<file path="src/rtl/pma_pkg.sv">
// ======================================================================
// shared types and constants for the PMA checker
// attribute word is a plain 14-bit vector, fields found by the _LO offsets
// reset map is fixed here; regions 4 and 1 start unlocked
// ======================================================================

package pma_pkg;

	localparam int NUM_REGIONS = 8;

	typedef logic [2:0] region_idx_t;	// region number
	typedef logic [2:0] rights_t;		// bit 0 read, 1 write, 2 execute
	typedef logic [1:0] cache_pol_t;
	typedef logic [7:0] dev_type_t;
	typedef logic [13:0] region_attr_t;	// {lock, dev, cache, rights}

	// field offsets within region_attr_t
	localparam int ATTR_RIGHTS_LO = 0;
	localparam int ATTR_CACHE_LO = 3;
	localparam int ATTR_DEV_LO = 5;
	localparam int ATTR_LOCK = 13;

	// cache policy codes
	localparam cache_pol_t CACHE_NONE = 2'd0;
	localparam cache_pol_t CACHE_WT_RA = 2'd1;	// write-through, read allocate
	localparam cache_pol_t CACHE_WB = 2'd2;		// write-back

	localparam dev_type_t DEV_MEM = 8'h00;
	localparam dev_type_t DEV_DRAM = 8'h01;
	localparam dev_type_t DEV_VACANT = 8'hFF;	// any access faults

	typedef enum logic [1:0] {ACC_READ = 2'd0, ACC_WRITE = 2'd1, ACC_EXEC = 2'd2} access_kind_t;

	typedef enum logic [1:0] {
		FLD_RIGHTS = 2'd0,
		FLD_CACHE = 2'd1,
		FLD_DEV = 2'd2,
		FLD_LOCK = 2'd3
	} reg_field_t;

	// ==================================================================
	// reset memory map, index 7 first
	// ==================================================================
	localparam region_attr_t [NUM_REGIONS-1:0] PMA_DEFAULT_MAP = {
		{1'b1, DEV_MEM, CACHE_WT_RA, 3'b101},		// 7 rom, rx
		{1'b1, DEV_MEM, CACHE_NONE, 3'b011},		// 6 io, rw
		{1'b1, DEV_MEM, CACHE_NONE, 3'b011},		// 5 config, rw
		{1'b0, DEV_MEM, CACHE_WT_RA, 3'b111},		// 4 scratchpad, unlocked
		{1'b1, DEV_VACANT, CACHE_NONE, 3'b000},		// 3 vacant
		{1'b1, DEV_VACANT, CACHE_NONE, 3'b000},		// 2 vacant
		{1'b0, DEV_DRAM, CACHE_WT_RA, 3'b111},		// 1 dram, unlocked
		{1'b1, DEV_VACANT, CACHE_NONE, 3'b000}		// 0 vacant
	};

endpackage

</file>
<file path="src/rtl/pma_region_table.sv">
// ======================================================================
// eight-entry attribute table with a bare register port
// write lands at the next edge, read data one cycle after the address
// locked entries accept writes to the lock field only
// ======================================================================

module pma_region_table (
	input  logic clk,
	input  logic rst_i,
	input  logic reg_we_i,
	input  pma_pkg::region_idx_t reg_region_i,
	input  pma_pkg::reg_field_t reg_field_i,
	input  logic [7:0] reg_wdata_i,
	output logic [7:0] reg_rdata_o,
	output pma_pkg::region_attr_t [pma_pkg::NUM_REGIONS-1:0] attr_table_o
);
	import pma_pkg::*;

	region_attr_t [NUM_REGIONS-1:0] regions;	// live attribute words
	region_attr_t sel_entry;			// entry at the register address
	logic wr_ok;

	assign sel_entry = regions[reg_region_i];

	// lock field stays writable so software can unlock
	assign wr_ok = reg_we_i && (!sel_entry[ATTR_LOCK] || reg_field_i == FLD_LOCK);

	// ==================================================================
	// storage and write path
	// ==================================================================
	always_ff @(posedge clk) begin
		if (rst_i) begin
			regions <= PMA_DEFAULT_MAP;	// fixed map out of reset
		end else if (wr_ok) begin
			case (reg_field_i)
				FLD_RIGHTS: begin
					regions[reg_region_i][ATTR_RIGHTS_LO +: $bits(rights_t)]
						<= reg_wdata_i[$bits(rights_t)-1:0];
				end
				FLD_CACHE: begin
					regions[reg_region_i][ATTR_CACHE_LO +: $bits(cache_pol_t)]
						<= reg_wdata_i[$bits(cache_pol_t)-1:0];
				end
				FLD_DEV: begin
					regions[reg_region_i][ATTR_DEV_LO +: $bits(dev_type_t)] <= reg_wdata_i;
				end
				default: begin
					regions[reg_region_i][ATTR_LOCK] <= reg_wdata_i[0];	// lock bit only
				end
			endcase
		end
	end

	// ==================================================================
	// read path, field zero-extended to 8 bits
	// ==================================================================
	always_ff @(posedge clk) begin
		case (reg_field_i)
			FLD_RIGHTS: reg_rdata_o <= 8'(sel_entry[ATTR_RIGHTS_LO +: $bits(rights_t)]);
			FLD_CACHE:  reg_rdata_o <= 8'(sel_entry[ATTR_CACHE_LO +: $bits(cache_pol_t)]);
			FLD_DEV:    reg_rdata_o <= sel_entry[ATTR_DEV_LO +: $bits(dev_type_t)];
			default:    reg_rdata_o <= 8'(sel_entry[ATTR_LOCK]);
		endcase
	end

	// flat bus to every lane
	assign attr_table_o = regions;

endmodule

</file>
<file path="src/rtl/pma_req_dispatch.sv">
// ======================================================================
// request dispatcher, one registered stage
// upstream must only send while it holds a credit, so the target lane
// at the write pointer is always free; no check is made here
// ======================================================================

module pma_req_dispatch #(
	parameter int NUM_LANES = 3
) (
	input  logic clk,
	input  logic rst_i,
	input  logic req_valid_i,
	input  pma_pkg::region_idx_t req_region_i,
	input  pma_pkg::access_kind_t req_kind_i,
	output logic req_credit_o,
	output logic [NUM_LANES-1:0] lane_load_o,
	output pma_pkg::region_idx_t load_region_o,
	output pma_pkg::access_kind_t load_kind_o,
	input  logic [NUM_LANES-1:0] lane_pop_i
);

	localparam int PTR_W = (NUM_LANES > 1) ? $clog2(NUM_LANES) : 1;

	logic [PTR_W-1:0] wr_ptr;	// next lane to load, round-robin

	always_ff @(posedge clk) begin
		if (rst_i) begin
			wr_ptr <= '0;
			lane_load_o <= '0;
			req_credit_o <= 1'b0;
		end else begin
			lane_load_o <= '0;	// single-cycle pulse
			if (req_valid_i) begin
				lane_load_o[wr_ptr] <= 1'b1;
				wr_ptr <= (wr_ptr == PTR_W'(NUM_LANES - 1)) ? '0 : wr_ptr + 1'b1;
			end
			req_credit_o <= |lane_pop_i;	// freed lane -> one credit back
		end
	end

	// payload shared by all lanes, qualified by lane_load_o
	always_ff @(posedge clk) begin
		if (req_valid_i) begin
			load_region_o <= req_region_i;
			load_kind_o <= req_kind_i;
		end
	end

endmodule

</file>
<file path="src/rtl/pma_check_lane.sv">
// ======================================================================
// one check lane: captures a lookup, holds the result until popped
// fault on vacant device type or missing right for the access kind
// load and pop never hit the same lane in one cycle
// ======================================================================

module pma_check_lane (
	input  logic clk,
	input  logic rst_i,
	input  logic load_i,
	input  pma_pkg::region_idx_t load_region_i,
	input  pma_pkg::access_kind_t load_kind_i,
	input  pma_pkg::region_attr_t [pma_pkg::NUM_REGIONS-1:0] attr_table_i,
	input  logic pop_i,
	output logic ready_o,
	output logic fault_o,
	output pma_pkg::region_attr_t attr_o
);
	import pma_pkg::*;

	region_attr_t sel_attr;	// entry of the loaded region
	rights_t sel_rights;
	dev_type_t sel_dev;
	logic miss;		// right not granted

	assign sel_attr = attr_table_i[load_region_i];
	assign sel_rights = sel_attr[ATTR_RIGHTS_LO +: $bits(rights_t)];
	assign sel_dev = sel_attr[ATTR_DEV_LO +: $bits(dev_type_t)];

	always_comb begin
		case (load_kind_i)
			ACC_READ:  miss = !sel_rights[0];
			ACC_WRITE: miss = !sel_rights[1];
			ACC_EXEC:  miss = !sel_rights[2];
			default:   miss = 1'b1;	// undefined kind, deny
		endcase
	end

	always_ff @(posedge clk) begin
		if (rst_i)
			ready_o <= 1'b0;
		else if (load_i)
			ready_o <= 1'b1;
		else if (pop_i)
			ready_o <= 1'b0;	// merger took it
	end

	// result payload
	always_ff @(posedge clk) begin
		if (load_i) begin
			fault_o <= (sel_dev == DEV_VACANT) || miss;
			attr_o <= sel_attr;
		end
	end

endmodule

</file>
<file path="src/rtl/pma_resp_merge.sv">
// ======================================================================
// response merger: drains lanes in dispatch order under credits
// read pointer walks the lanes exactly as the dispatcher's write pointer
// downstream returns at most one credit per cycle
// ======================================================================

module pma_resp_merge #(
	parameter int NUM_LANES = 3,
	parameter int RESP_CREDITS = 2
) (
	input  logic clk,
	input  logic rst_i,
	input  logic [NUM_LANES-1:0] lane_ready_i,
	input  logic [NUM_LANES-1:0] lane_fault_i,
	input  pma_pkg::region_attr_t [NUM_LANES-1:0] lane_attr_i,
	output logic [NUM_LANES-1:0] lane_pop_o,
	input  logic resp_credit_i,
	output logic resp_valid_o,
	output logic resp_fault_o,
	output pma_pkg::region_attr_t resp_attr_o
);

	localparam int PTR_W = (NUM_LANES > 1) ? $clog2(NUM_LANES) : 1;
	localparam int CRED_W = $clog2(RESP_CREDITS + 1);

	logic [PTR_W-1:0] rd_ptr;	// oldest outstanding lane
	logic [CRED_W-1:0] credits;	// downstream credits held
	logic fire;			// send this cycle

	assign fire = lane_ready_i[rd_ptr] && (credits != '0);

	// pop is combinational so the lane clears on the same edge
	always_comb begin
		lane_pop_o = '0;
		if (fire)
			lane_pop_o[rd_ptr] = 1'b1;
	end

	// ==================================================================
	// pointer, credit counter and valid
	// ==================================================================
	always_ff @(posedge clk) begin
		if (rst_i) begin
			rd_ptr <= '0;
			credits <= CRED_W'(RESP_CREDITS);
			resp_valid_o <= 1'b0;
		end else begin
			resp_valid_o <= fire;
			if (fire)
				rd_ptr <= (rd_ptr == PTR_W'(NUM_LANES - 1)) ? '0 : rd_ptr + 1'b1;
			case ({fire, resp_credit_i})
				2'b10: credits <= credits - 1'b1;	// spent
				2'b01: credits <= credits + 1'b1;	// returned
				default: credits <= credits;		// both or neither
			endcase
		end
	end

	// response payload
	always_ff @(posedge clk) begin
		if (fire) begin
			resp_fault_o <= lane_fault_i[rd_ptr];
			resp_attr_o <= lane_attr_i[rd_ptr];
		end
	end

endmodule

</file>
<file path="src/rtl/pma_unit_top.sv">
// ======================================================================
// PMA checker top: region table, dispatcher, check lanes, merger
// upstream starts with NUM_LANES credits, downstream grants RESP_CREDITS
// best-case latency req_valid_i to resp_valid_o is 3 cycles
// ======================================================================

module pma_unit_top #(
	parameter int NUM_LANES = 3,
	parameter int RESP_CREDITS = 2
) (
	input  logic clk,
	input  logic rst_i,
	// register port
	input  logic reg_we_i,
	input  pma_pkg::region_idx_t reg_region_i,
	input  pma_pkg::reg_field_t reg_field_i,
	input  logic [7:0] reg_wdata_i,
	output logic [7:0] reg_rdata_o,
	// request stream
	input  logic req_valid_i,
	input  pma_pkg::region_idx_t req_region_i,
	input  pma_pkg::access_kind_t req_kind_i,
	output logic req_credit_o,
	// response stream
	input  logic resp_credit_i,
	output logic resp_valid_o,
	output logic resp_fault_o,
	output pma_pkg::region_attr_t resp_attr_o
);
	import pma_pkg::*;

	region_attr_t [NUM_REGIONS-1:0] attr_table;
	logic [NUM_LANES-1:0] lane_load, lane_pop, lane_ready, lane_fault;
	region_attr_t [NUM_LANES-1:0] lane_attr;
	region_idx_t load_region;
	access_kind_t load_kind;

	pma_region_table u_table (
		.clk, .rst_i, .reg_we_i, .reg_region_i, .reg_field_i, .reg_wdata_i,
		.reg_rdata_o, .attr_table_o(attr_table)
	);

	pma_req_dispatch #(.NUM_LANES(NUM_LANES)) u_dispatch (
		.clk, .rst_i, .req_valid_i, .req_region_i, .req_kind_i, .req_credit_o,
		.lane_load_o(lane_load), .load_region_o(load_region), .load_kind_o(load_kind),
		.lane_pop_i(lane_pop)
	);

	for (genvar i = 0; i < NUM_LANES; i++) begin : g_lane
		pma_check_lane u_lane (
			.clk, .rst_i, .load_i(lane_load[i]), .load_region_i(load_region),
			.load_kind_i(load_kind), .attr_table_i(attr_table), .pop_i(lane_pop[i]),
			.ready_o(lane_ready[i]), .fault_o(lane_fault[i]), .attr_o(lane_attr[i])
		);
	end

	pma_resp_merge #(.NUM_LANES(NUM_LANES), .RESP_CREDITS(RESP_CREDITS)) u_merge (
		.clk, .rst_i, .lane_ready_i(lane_ready), .lane_fault_i(lane_fault),
		.lane_attr_i(lane_attr), .lane_pop_o(lane_pop), .resp_credit_i,
		.resp_valid_o, .resp_fault_o, .resp_attr_o
	);

endmodule

</file>
<file path="config.mk">
export PLATFORM = sky130hd
export DESIGN_NAME = pma_unit_top
export DESIGN_NICKNAME = d
export VERILOG_FILES = /design/src/rtl/pma_pkg.sv /design/src/rtl/pma_region_table.sv /design/src/rtl/pma_req_dispatch.sv /design/src/rtl/pma_check_lane.sv /design/src/rtl/pma_resp_merge.sv /design/src/rtl/pma_unit_top.sv
export SDC_FILE = /design/constraint.sdc
export NUM_CORES = 1
export LEC_CHECK = 0
export ABC_AREA = 1
export BUFFER_PORTS_ARGS = -buffer_cell sky130_fd_sc_hd__buf_2
export CAP_MARGIN = 20
export CORE_AREA = 2 2 194 196
export CTS_CLUSTER_SIZE = 20
export DETAILED_ROUTE_END_ITERATION = 8
export DIE_AREA = 0 0 196 198
export SYNTH_ARGS = -nofsm -noshare
export SYNTH_HDL_FRONTEND = slang
export SYNTH_SLANG_ARGS = --single-unit
</file>
<file path="constraint.sdc">
create_clock -name clk -period 3.2 [get_ports clk]
set_clock_uncertainty 0.05 [all_clocks]
set_input_delay 0.48 -clock clk [delete_from_list [all_inputs] [get_ports clk]]
set_output_delay 0.48 -clock clk [all_outputs]
set_load 0.01 [all_outputs]
</file>
==> qor.yml, run 1 <==
status: "finished, final reports clean"
path_class: "flip-flop to flip-flop"
crit_chain: "buf_4 > buf_4 > o21ai_0 > o21ai_0 > nand2_1 > nand2_1 > nand2_1 > nor2_1 > nand2_1 > nand2_1"
netlist_area_um2: 10800
cp_max_fo: 30
multiInputGateArea_um2: 5110
ir_drop_uv: 298
final_cell_mix: "nand2_1, inv_1, nand3_1, dfxtp_1, o21ai_0"
max_freq_ghz: 0.397
post_cts_buffers: 0
drc: 0
synth_cell_type_count: 38
hpwlAfterDp_um: 23300
dpl-instance-area_um2: 11500
cp_slowest_cell: "edfxtp_1"
nets: 1586
ant_nets: 0
nFillCells: 3946
ys_top_cells_by_area: "dfxtp_1, edfxtp_1, nand2_1, nand3_1, o21ai_0"
critPathRequiredTime_ns: 3.47
dieHeight_um: 198
rsz0062_at_grt: "no"
worstSetupEndpointType: "flip-flop"
drv_cap: 0
syn_area_per_cell_um2: 6.93
synth_largest_area_cell: "dfxtp_1"
critical-path-top-delay-family: "buffers and inverters"
start_util_pct: 29.3
routed_wirelength_um: 36300
cts_max_path_buffers: 2
clock_latency_ns: 0.46
dieArea_um2: 38800
grt_max_degree: 64
place_congestion: 0.894
ctsHoldBuffers: 0
grt_overflow_total: 0
wl_per_cell_um: 17.7
path_clk_slew_ns: 0.08
critPathArrivalTime_ns: 2.79
ys_seq_elements: 199
synthCells: 1563
critical_path_buf_inv_count: 2
vias: 10743
antenna_cells: 0
pin_count: 48
slew-limit-headroom_pct: 42.3
grt_use_total_pct: 18.9
ys_warn_count: 0
htreeDepth: 4
p_leak_nw: 5.17
cts.sinks: 199
first_pass_iters: 6
worstMarginPinSlew_ns: 0.864
fin_tns_setup_ns: 0
setup_viol: 0
core_area_um2: 37000
antenna_found_initial: 0
hold_viol_final: 0
rows: 71
final_max_slew_viol_count: 0
cts_resized: 0
cts_root_buf: "clkbuf_16"
path_common_cell: "nand2_1"
grt_pass1_wl_um: 56900
regArea_um2: 4630
ys_seq_area_share_pct: 42.8
fin_crit_sh_pct: 78.7
syn-num-nets: 1587
cts_tree: "done"
first_iter_violations: 1267
period_minus_slack_ns: 2.52
cts_buffers: 17
synth.top_cell.area_share_pct: 24.7
crit_path_start_kind: "flip-flop"
areaGrowthSynthToFinish_pct: 11.0
drive_gt1_share_pct: 8.89
powerDensity_nw_per_um2: 490
finish.instance_area_um2: 12000
grt_pass1_vias: 9782
die_w_um: 196
via_per_inst: 5.24
slowest_delay_ns: 0.43
final_common_cell: "nand2_1"
io_buffers: 47
hold_path.class: "input pin to flip-flop"
-- layout make-up --
class,instances,share of cell area (%)
Timing Repair Buffer,87,4.56
Sequential cell,199,38.5
Tap cell,474,4.93
Clock buffer,19,3.63
Clock inverter,13,1.12
Multi-Input combinational cell,1107,42.5
Inverter,150,4.70
-- synthesized netlist by cell type --
| cell type | instances |
|---|---|
| o22ai_1 | 26 |
| clkinv_1 | 2 |
| o21ai_0 | 131 |
| nand3_4 | 1 |
| ha_1 | 1 |
| edfxtp_1 | 65 |
| nor2_2 | 2 |
| o21ai_1 | 5 |
| nor2_4 | 2 |
| nand3_1 | 134 |
| nor3_1 | 7 |
| buf_2 | 40 |
| nand3b_1 | 3 |
| buf_6 | 5 |
| nor3_2 | 1 |
| dfxtp_1 | 134 |
| o21bai_1 | 1 |
| nand3_2 | 4 |
| o21a_1 | 1 |
| o311ai_0 | 2 |
| xor2_1 | 1 |
| buf_4 | 14 |
| nor2_1 | 76 |
| a22oi_1 | 14 |
| o211ai_1 | 18 |
| clkbuf_1 | 43 |
| inv_4 | 1 |
| nand2_1 | 502 |
| inv_2 | 3 |
| nand2_2 | 3 |
| nand4_1 | 42 |
| a311oi_1 | 2 |
| a21oi_1 | 118 |
| inv_1 | 144 |
| a31o_2 | 2 |
| a31oi_1 | 7 |
| o311ai_1 | 1 |
| buf_1 | 5 |
-- path summary, 6_finish.rpt --
| kind | slack, ns | endpoint | start | cells after the start |
|---|---|---|---|---|
| max reg2reg | 0.68 | g_lane[1].u_lane.fault_o | u_dispatch.load_region_o[0] | 10 |
| max | 0.68 | g_lane[1].u_lane.fault_o | u_dispatch.load_region_o[0] | 10 |
| min | 0.14 | u_dispatch.load_region_o[0] | req_region_i[0] | 1 |
| min reg2reg | 0.41 | g_lane[0].u_lane.ready_o | g_lane[0].u_lane.ready_o | 2 |
-- logic make-up after synthesis --
group / Yosys count / share of synthesized area, %
AND/OR/NAND/NOR: 777 / 30.3
flip-flops: 199 / 42.8
AO/OA/AOI/OAI: 328 / 16.6
XOR/XNOR: 1 / 0.0808
adder cells (fa/ha/maj): 1 / 0.115
buffers and inverters: 257 / 10.2
-- worst reg2reg max path, stage by stage, from the launching register on --
cell      delay, ns
edfxtp_1       0.43
buf_4          0.41
buf_4          0.44
o21ai_0        0.13
o21ai_0        0.18
nand2_1        0.07
nand2_1        0.27
nand2_1        0.09
nor2_1         0.13
nand2_1        0.08
nand2_1        0.10
-- metrics by stage --
| step | utilization, % | instances | worst slack [ns] | total power, W | hold WS, ns |
|---|---|---|---|---|---|
| after floorplan | - | 1563 | 1.32 | 0.00346 | 0.386 |
| after global placement | 31.0 | 2017 | 0.450 | 0.00376 | 0.399 |
| after detailed placement | 31.0 | 2017 | 0.409 | 0.00378 | 0.405 |
| after CTS | 32.5 | 2049 | 0.741 | 0.00592 | 0.128 |
| after global routing | 32.5 | 2049 | 0.572 | 0.00614 | 0.129 |
| final | 32.5 | 2049 | 0.682 | 0.00590 | 0.139 |
-- per-layer routing --
layer / GRT usage (%) / wire [µm]
met3: 3.56 / 3340
met1: 25.9 / 15800
met2: 29.5 / 15900
met5: 0 / 0
met4: 7.44 / 1230
-- power by group --
| part | switching (W) | internal, W | total, W |
|---|---|---|---|
| logic | 0.000676 | 0.000259 | 0.000935 |
| clock network | 0.00111 | 0.00105 | 0.00216 |
| registers | 0.0000627 | 0.00274 | 0.00280 |
No activity file was read; power rests on OpenSTA's default activity.
==> run 2: changes to the inputs <==
Settings changed: ABC_AREA 1 to 0, CORE_AREA 2 2 194 196 to 2 2 182 184, DIE_AREA 0 0 196 198 to 0 0 184 186.
Clock period 3.2 ns to 2.4 ns, I/O delays scaled along.
==> run 2 against run 1 <==
Net effect:
- first-iteration DRC count decreased by 45%
- critical endpoint is now g_lane[2].u_lane.fault_o
- combinational power is 10% lower
- die area fell by 12%
- critical path type unchanged
- synthesized cell count down 44%
==> qor.yml, run 2 <==
status: "finished, final reports clean"  # unchanged
ys_seq_elements: 199  # unchanged
cts.sinks: 199  # unchanged
via_per_inst: 5.44  # was 5.24
clock_latency_ns: 0.45  # was 0.46 ns
slew-limit-headroom_pct: 47.8  # was 42.3%
timing.hold.ws_ns: 0.0487  # was 0.139 ns
grt_overflow_total: 0  # unchanged
first_iter_violations: 698  # was 1267
pin_count: 48  # unchanged
grt_pass1_vias: 6994  # was 9782
antenna_cells: 0  # unchanged
ys_top_cells_by_area: "dfxtp_1, edfxtp_1, mux2i_1, mux4_2, a21bo_2"  # was dfxtp_1, edfxtp_1, nand2_1, nand3_1, o21ai_0
ir_drop_uv: 414  # was 298 µV
grt_max_degree: 44  # was 64
nets: 953  # was 1586
period_minus_slack_ns: 2.28  # was 2.52 ns
critPathArrivalTime_ns: 2.53  # was 2.79 ns
path_class: "flip-flop to flip-flop"  # unchanged
worstSetupEndpointType: "flip-flop"  # unchanged
synth.top_cell.area_share_pct: 28.1  # was 24.7%
first_pass_iters: 5  # was 6
dieHeight_um: 186  # was 198 µm
place_congestion: 0.851  # was 0.894
path_clk_slew_ns: 0.07  # was 0.08 ns
synthCells: 883  # was 1563
cts_buffers: 17  # unchanged
routed_wirelength_um: 26600  # was 36300 µm
final_max_slew_viol_count: 0  # unchanged
routed.top_layer: "met4"  # unchanged
powerDensity_nw_per_um2: 659  # was 490 nW/µm²
wl_met1_um: 12000  # was 15800 µm
rsz0062_at_grt: "no"  # unchanged
io_buffers: 47  # unchanged
cts_max_path_buffers: 2  # unchanged
dpl-instance-area_um2: 10500  # was 11500 µm²
drive_gt1_share_pct: 22.9  # was 8.89%
met3_length_um: 1690  # was 3340 µm
cts_root_buf: "clkbuf_16"  # unchanged
finalWorstSetupSlack_ns: 0.120  # was 0.682 ns
critPathRequiredTime_ns: 2.64  # was 3.47 ns
core_area_um2: 32200  # was 37000 µm²
finish.instance_area_um2: 11100  # was 12000 µm²
areaGrowthSynthToFinish_pct: 16.1  # was 11.0%
vias: 7338  # was 10743
ant_nets: 0  # unchanged
fin_tns_setup_ns: 0  # unchanged
max_freq_ghz: 0.439  # was 0.397 GHz
drv_cap: 0  # unchanged
final_common_cell: "dfxtp_1"  # was nand2_1
grt_use_total_pct: 15.8  # was 18.9%
ys_seq_area_share_pct: 48.6  # was 42.8%
final_cell_mix: "dfxtp_1, mux2i_1, edfxtp_1, buf_4, nand2_1"  # was nand2_1, inv_1, nand3_1, dfxtp_1, o21ai_0
synth_cell_type_count: 67  # was 38
power_w: 0.00730  # was 0.00590 W
syn_area_per_cell_um2: 10.8  # was 6.93 µm²
wl_per_cell_um: 19.7  # was 17.7 µm
crit_path_start_kind: "flip-flop"  # unchanged
synth_largest_area_cell: "dfxtp_1"  # unchanged
post_cts_buffers: 0  # unchanged
synth_edf_count: 65  # unchanged
drc: 0  # unchanged
cp_max_fo: 43  # was 30
p_leak_nw: 4.35  # was 5.17 nW
start_util_pct: 29.6  # was 29.3%
netlist_area_um2: 9540  # was 10800 µm²
worstMarginPinSlew_ns: 0.782  # was 0.864 ns
syn-num-nets: 907  # was 1587
cts_resized: 0  # unchanged
cts_tree: "done"  # unchanged
die_w_um: 184  # was 196 µm
grt_pass1_wl_um: 41400  # was 56900 µm
route.met2.wl_um: 12300  # was 15900 µm
antenna_found_initial: 0  # unchanged
hold_viol_final: 0  # unchanged
dieArea_um2: 34200  # was 38800 µm²
hpwlAfterDp_um: 18400  # was 23300 µm
setup_viol: 0  # unchanged
ctsHoldBuffers: 0  # unchanged
yosysMostFrequentCell: "dfxtp_1"  # was nand2_1
htreeDepth: 4  # unchanged
synthFlopType: "dfxtp_1"  # unchanged
fin_crit_sh_pct: 95.0  # was 78.7%
synthArstFlopShare_pct: 0  # unchanged
hold_path.class: "input pin to flip-flop"  # unchanged
ys_warn_count: 0  # unchanged
synthTopCellsByCount: "dfxtp_1, mux2i_1, edfxtp_1"  # was nand2_1, inv_1, dfxtp_1, nand3_1, o21ai_0
place_ws_ns: -0.0129  # was 0.409 ns
rows: 66  # was 71
run 2: cell count changes after synthesis, sizes merged, moves of 28 or more:
cell   delta
a21oi    -82
inv     -119
nand2   -454
o21ai   -110
nand4    -35
mux2i    +89
nor2     -39
buf      -35
nand3    -98
and3     +28
run 2: routing by layer:
| layer | up-vias | global-route usage, % |
|---|---|---|
| met3 | 50 | 3.03 |
| met1 | 3545 | 21.3 |
| met2 | 304 | 25.1 |
| li1 | 3439 | - |
| met5 | - | 0 |
| met4 | 0 | 6.21 |
run 2: path summary, 6_finish.rpt:
check / startpoint / to / slack (ns) / depth (start not counted)
worst max-delay path: u_dispatch.load_region_o[2] / g_lane[2].u_lane.fault_o / 0.12 / 5
worst min register to register: flip-flop / flip-flop / 0.43 / 2
worst min-delay path: req_kind_i[0] / u_dispatch.load_kind_o[0] / 0.05 / 1
worst max register to register: u_dispatch.load_region_o[2] / g_lane[2].u_lane.fault_o / 0.12 / 5
run 2: worst max-delay path, stage by stage (launching register included):
cell and delay [ns]:
edfxtp_1 0.42, buf_12 0.21, mux2i_1 0.17, mux4_2 0.56, nor4_1 0.43, a32o_1 0.22
run 2: final cells by class:
| class | count | area, µm² |
|---|---|---|
| clock buffers | 18 | 450 |
| flip-flops and latches | 199 | 4630 |
| multi-input cells | 571 | 4440 |
| inverters | 29 | 109 |
| well taps | 408 | 510 |
| fillers | 3221 | 21100 |
| repair buffers | 111 | 793 |
| clock inverters | 14 | 138 |
run 2: kinds of logic after synthesis:
family	Yosys count	synth area share [%]
XOR/XNOR	2	0.184
AND/OR/NAND/NOR	225	12.5
flip-flops	199	48.6
multiplexers	127	16.1
buffers and inverters	113	4.91
AO/OA/AOI/OAI	216	17.6
adder cells (fa/ha/maj)	1	0.131
run 2: where the power goes:
| part | switching, W | total, W | internal [W] |
|---|---|---|---|
| Sequential | 0.0000541 | 0.00364 | 0.00359 |
| Combinational | 0.000513 | 0.000837 | 0.000324 |
| Clock | 0.00139 | 0.00282 | 0.00144 |
| Total | 0.00195 | 0.00730 | 0.00535 |
run 2: through the flow:
step | cells | util [%]
floorplan | 883 | -
detailed placement | 1318 | 32.6
CTS | 1350 | 34.4
global route | 1350 | 34.4
global placement | 1318 | 32.6
finish | 1350 | 34.4
==> run 3: changes to the inputs <==
Settings changed: CORE_AREA 2 2 182 184 to 2 2 203 165, DIE_AREA 0 0 184 186 to 0 0 205 167.
==> run 3 against run 2 <==
Net effect:
- non-clock buffer count up 5
- largest power group unchanged
- utilization up 0.19 points
- critical path depth up 1
- fmax up 0.63%
- highest routed layer unchanged
==> qor.yml, run 3 (synthesized netlist as in run 2, its figures left out) <==
status: "finished, final reports clean"  # unchanged
fin_cells: 1375  # was 1350
first_pass_iters: 4  # was 5
multiInputGateArea_um2: 4440  # unchanged
via_per_inst: 5.45  # was 5.44
grt_use_total_pct: 16.5  # was 15.8%
routed_wirelength_um: 27800  # was 26600 µm
hold_path.class: "input pin to flip-flop"  # unchanged
critical-path-top-delay-family: "multiplexers"  # unchanged
wl_per_cell_um: 20.2  # was 19.7 µm
grt_max_degree: 55  # was 44
hpwlAfterDp_um: 19000  # was 18400 µm
cp_slowest_cell: "mux4_2"  # unchanged
critical_path_buf_inv_count: 2  # was 1
cts_buffers: 17  # unchanged
path_clk_slew_ns: 0.07  # about the same
htreeDepth: 4  # unchanged
die_w_um: 205  # was 184 µm
antenna_found_initial: 1  # was 0
period_minus_slack_ns: 2.27  # was 2.28 ns
final_common_cell: "dfxtp_1"  # unchanged
post_cts_buffers: 0  # unchanged
p_leak_nw: 4.37  # was 4.35 nW
final_cell_mix: "dfxtp_1, mux2i_1, edfxtp_1, buf_4, nand2_1"  # unchanged
drive_gt1_share_pct: 23.0  # was 22.9%
setup_viol: 0  # unchanged
first_iter_violations: 653  # was 698
hold_depth: 1  # unchanged
cts_tree: "done"  # unchanged
cts_root_buf: "clkbuf_16"  # unchanged
ir_drop_uv: 295  # was 414 µV
final_max_slew_viol_count: 0  # unchanged
dieArea_um2: 34200  # about the same
critPathRequiredTime_ns: 2.64  # about the same
io_buffers: 47  # unchanged
nFillCells: 3227  # was 3221
final_core_util_pct: 34.6  # was 34.4%
grt_overflow_total: 0  # unchanged
vias: 7488  # was 7338
worstMarginPinSlew_ns: 0.835  # was 0.782 ns
placed_cells: 1342  # was 1318
crit_path_start_kind: "flip-flop"  # unchanged
pin_count: 48  # unchanged
finish.instance_area_um2: 11100  # about the same
cp_max_fo: 32  # was 43
path_class: "flip-flop to flip-flop"  # unchanged
max_freq_ghz: 0.441  # was 0.439 GHz
ctsHoldBuffers: 0  # unchanged
start_util_pct: 29.6  # about the same
drc: 0  # unchanged
grt_pass1_vias: 7334  # was 6994
dieHeight_um: 167  # was 186 µm
clock_latency_ns: 0.44  # was 0.45 ns
hold_viol_final: 0  # unchanged
slowest_delay_ns: 0.57  # was 0.56 ns
nets: 958  # was 953
cts.sinks: 199  # unchanged
ant_nets: 0  # unchanged
critPathArrivalTime_ns: 2.51  # was 2.53 ns
place_congestion: 0.924  # was 0.851
slew-limit-headroom_pct: 44.2  # was 47.8%
fin_tns_setup_ns: 0  # unchanged
powerDensity_nw_per_um2: 665  # was 659 nW/µm²
rsz0062_at_grt: "no"  # unchanged
drv_cap: 0  # unchanged
regArea_um2: 4630  # unchanged
reg2reg_slack_ns: 0.13  # was 0.12 ns
cts_max_path_buffers: 2  # unchanged
dpl-instance-area_um2: 10500  # about the same
rr_worst_depth: 6  # was 5
core_area_um2: 32200  # about the same
fin_crit_sh_pct: 94.4  # was 95.0%
rows: 59  # was 66
worstSetupEndpointType: "flip-flop"  # unchanged
cts_resized: 0  # unchanged
grt_pass1_wl_um: 43500  # was 41400 µm
areaGrowthSynthToFinish_pct: 16.7  # was 16.1%
cp.depth: 6  # was 5
crit_chain: "buf_12 > mux2i_1 > mux4_2 > nor4_1 > buf_4 > a32o_1"  # was buf_12 > mux2i_1 > mux4_2 > nor4_1 > a32o_1
run 3: cell type report:
type                       instances  share of cell area (%)
sequential                       199                    41.6
multi-input combinational        571                    39.9
timing repair buffer             116                    7.46
tap                              427                    4.80
clock buffer                      18                    3.86
clock inverter                    14                    1.34
inverter                          29                   0.978
antenna                            1                  0.0225
run 3: power by group:
part	switching (W)	total, W	internal (W)	leakage [nW]
logic	0.000531	0.000874	0.000343	2.41
clock network	0.00133	0.00288	0.00154	0.275
registers	0.0000556	0.00364	0.00359	1.68
total	0.00192	0.00740	0.00548	4.37
run 3: stage by stage:
stage / power (W) / worst slack (ns) / hold slack [ns]
after floorplan: 0.00425 / 0.219 / 0.394
after global placement: 0.00457 / 0.148 / 0.415
after detailed placement: 0.00458 / 0.123 / 0.418
after CTS: 0.00744 / 0.129 / 0.0154
after global routing: 0.00765 / 0.0398 / 0.0180
final: 0.00740 / 0.134 / 0.0404
run 3: worst paths after layout:
| kind | end | start |
|---|---|---|
| setup / recovery | g_lane[1].u_lane.fault_o | u_dispatch.load_region_o[2] |
| hold reg to reg | flip-flop | flip-flop |
| hold / removal | u_dispatch.load_kind_o[0] | req_kind_i[0] |
| setup reg to reg | g_lane[1].u_lane.fault_o | u_dispatch.load_region_o[2] |
run 3: worst register-to-register path, cell delays in order, from the launching register on:
cell      delay (ns)
edfxtp_1        0.42
buf_12          0.22
mux2i_1         0.17
mux4_2          0.57
nor4_1          0.35
buf_4           0.18
a32o_1          0.16
run 3: routing by layer:
metal / global-route usage, % / wire length [µm] / vias to the layer above / share of wire (%)
met5: 0 / 0 / - / 0
met1: 24.1 / 13300 / 3673 / 48
met3: 3.80 / 2200 / 42 / 7.9
met2: 23.5 / 11800 / 314 / 42
met4: 5.97 / 527 / 0 / 1.9
li1: - / - / 3459 / -
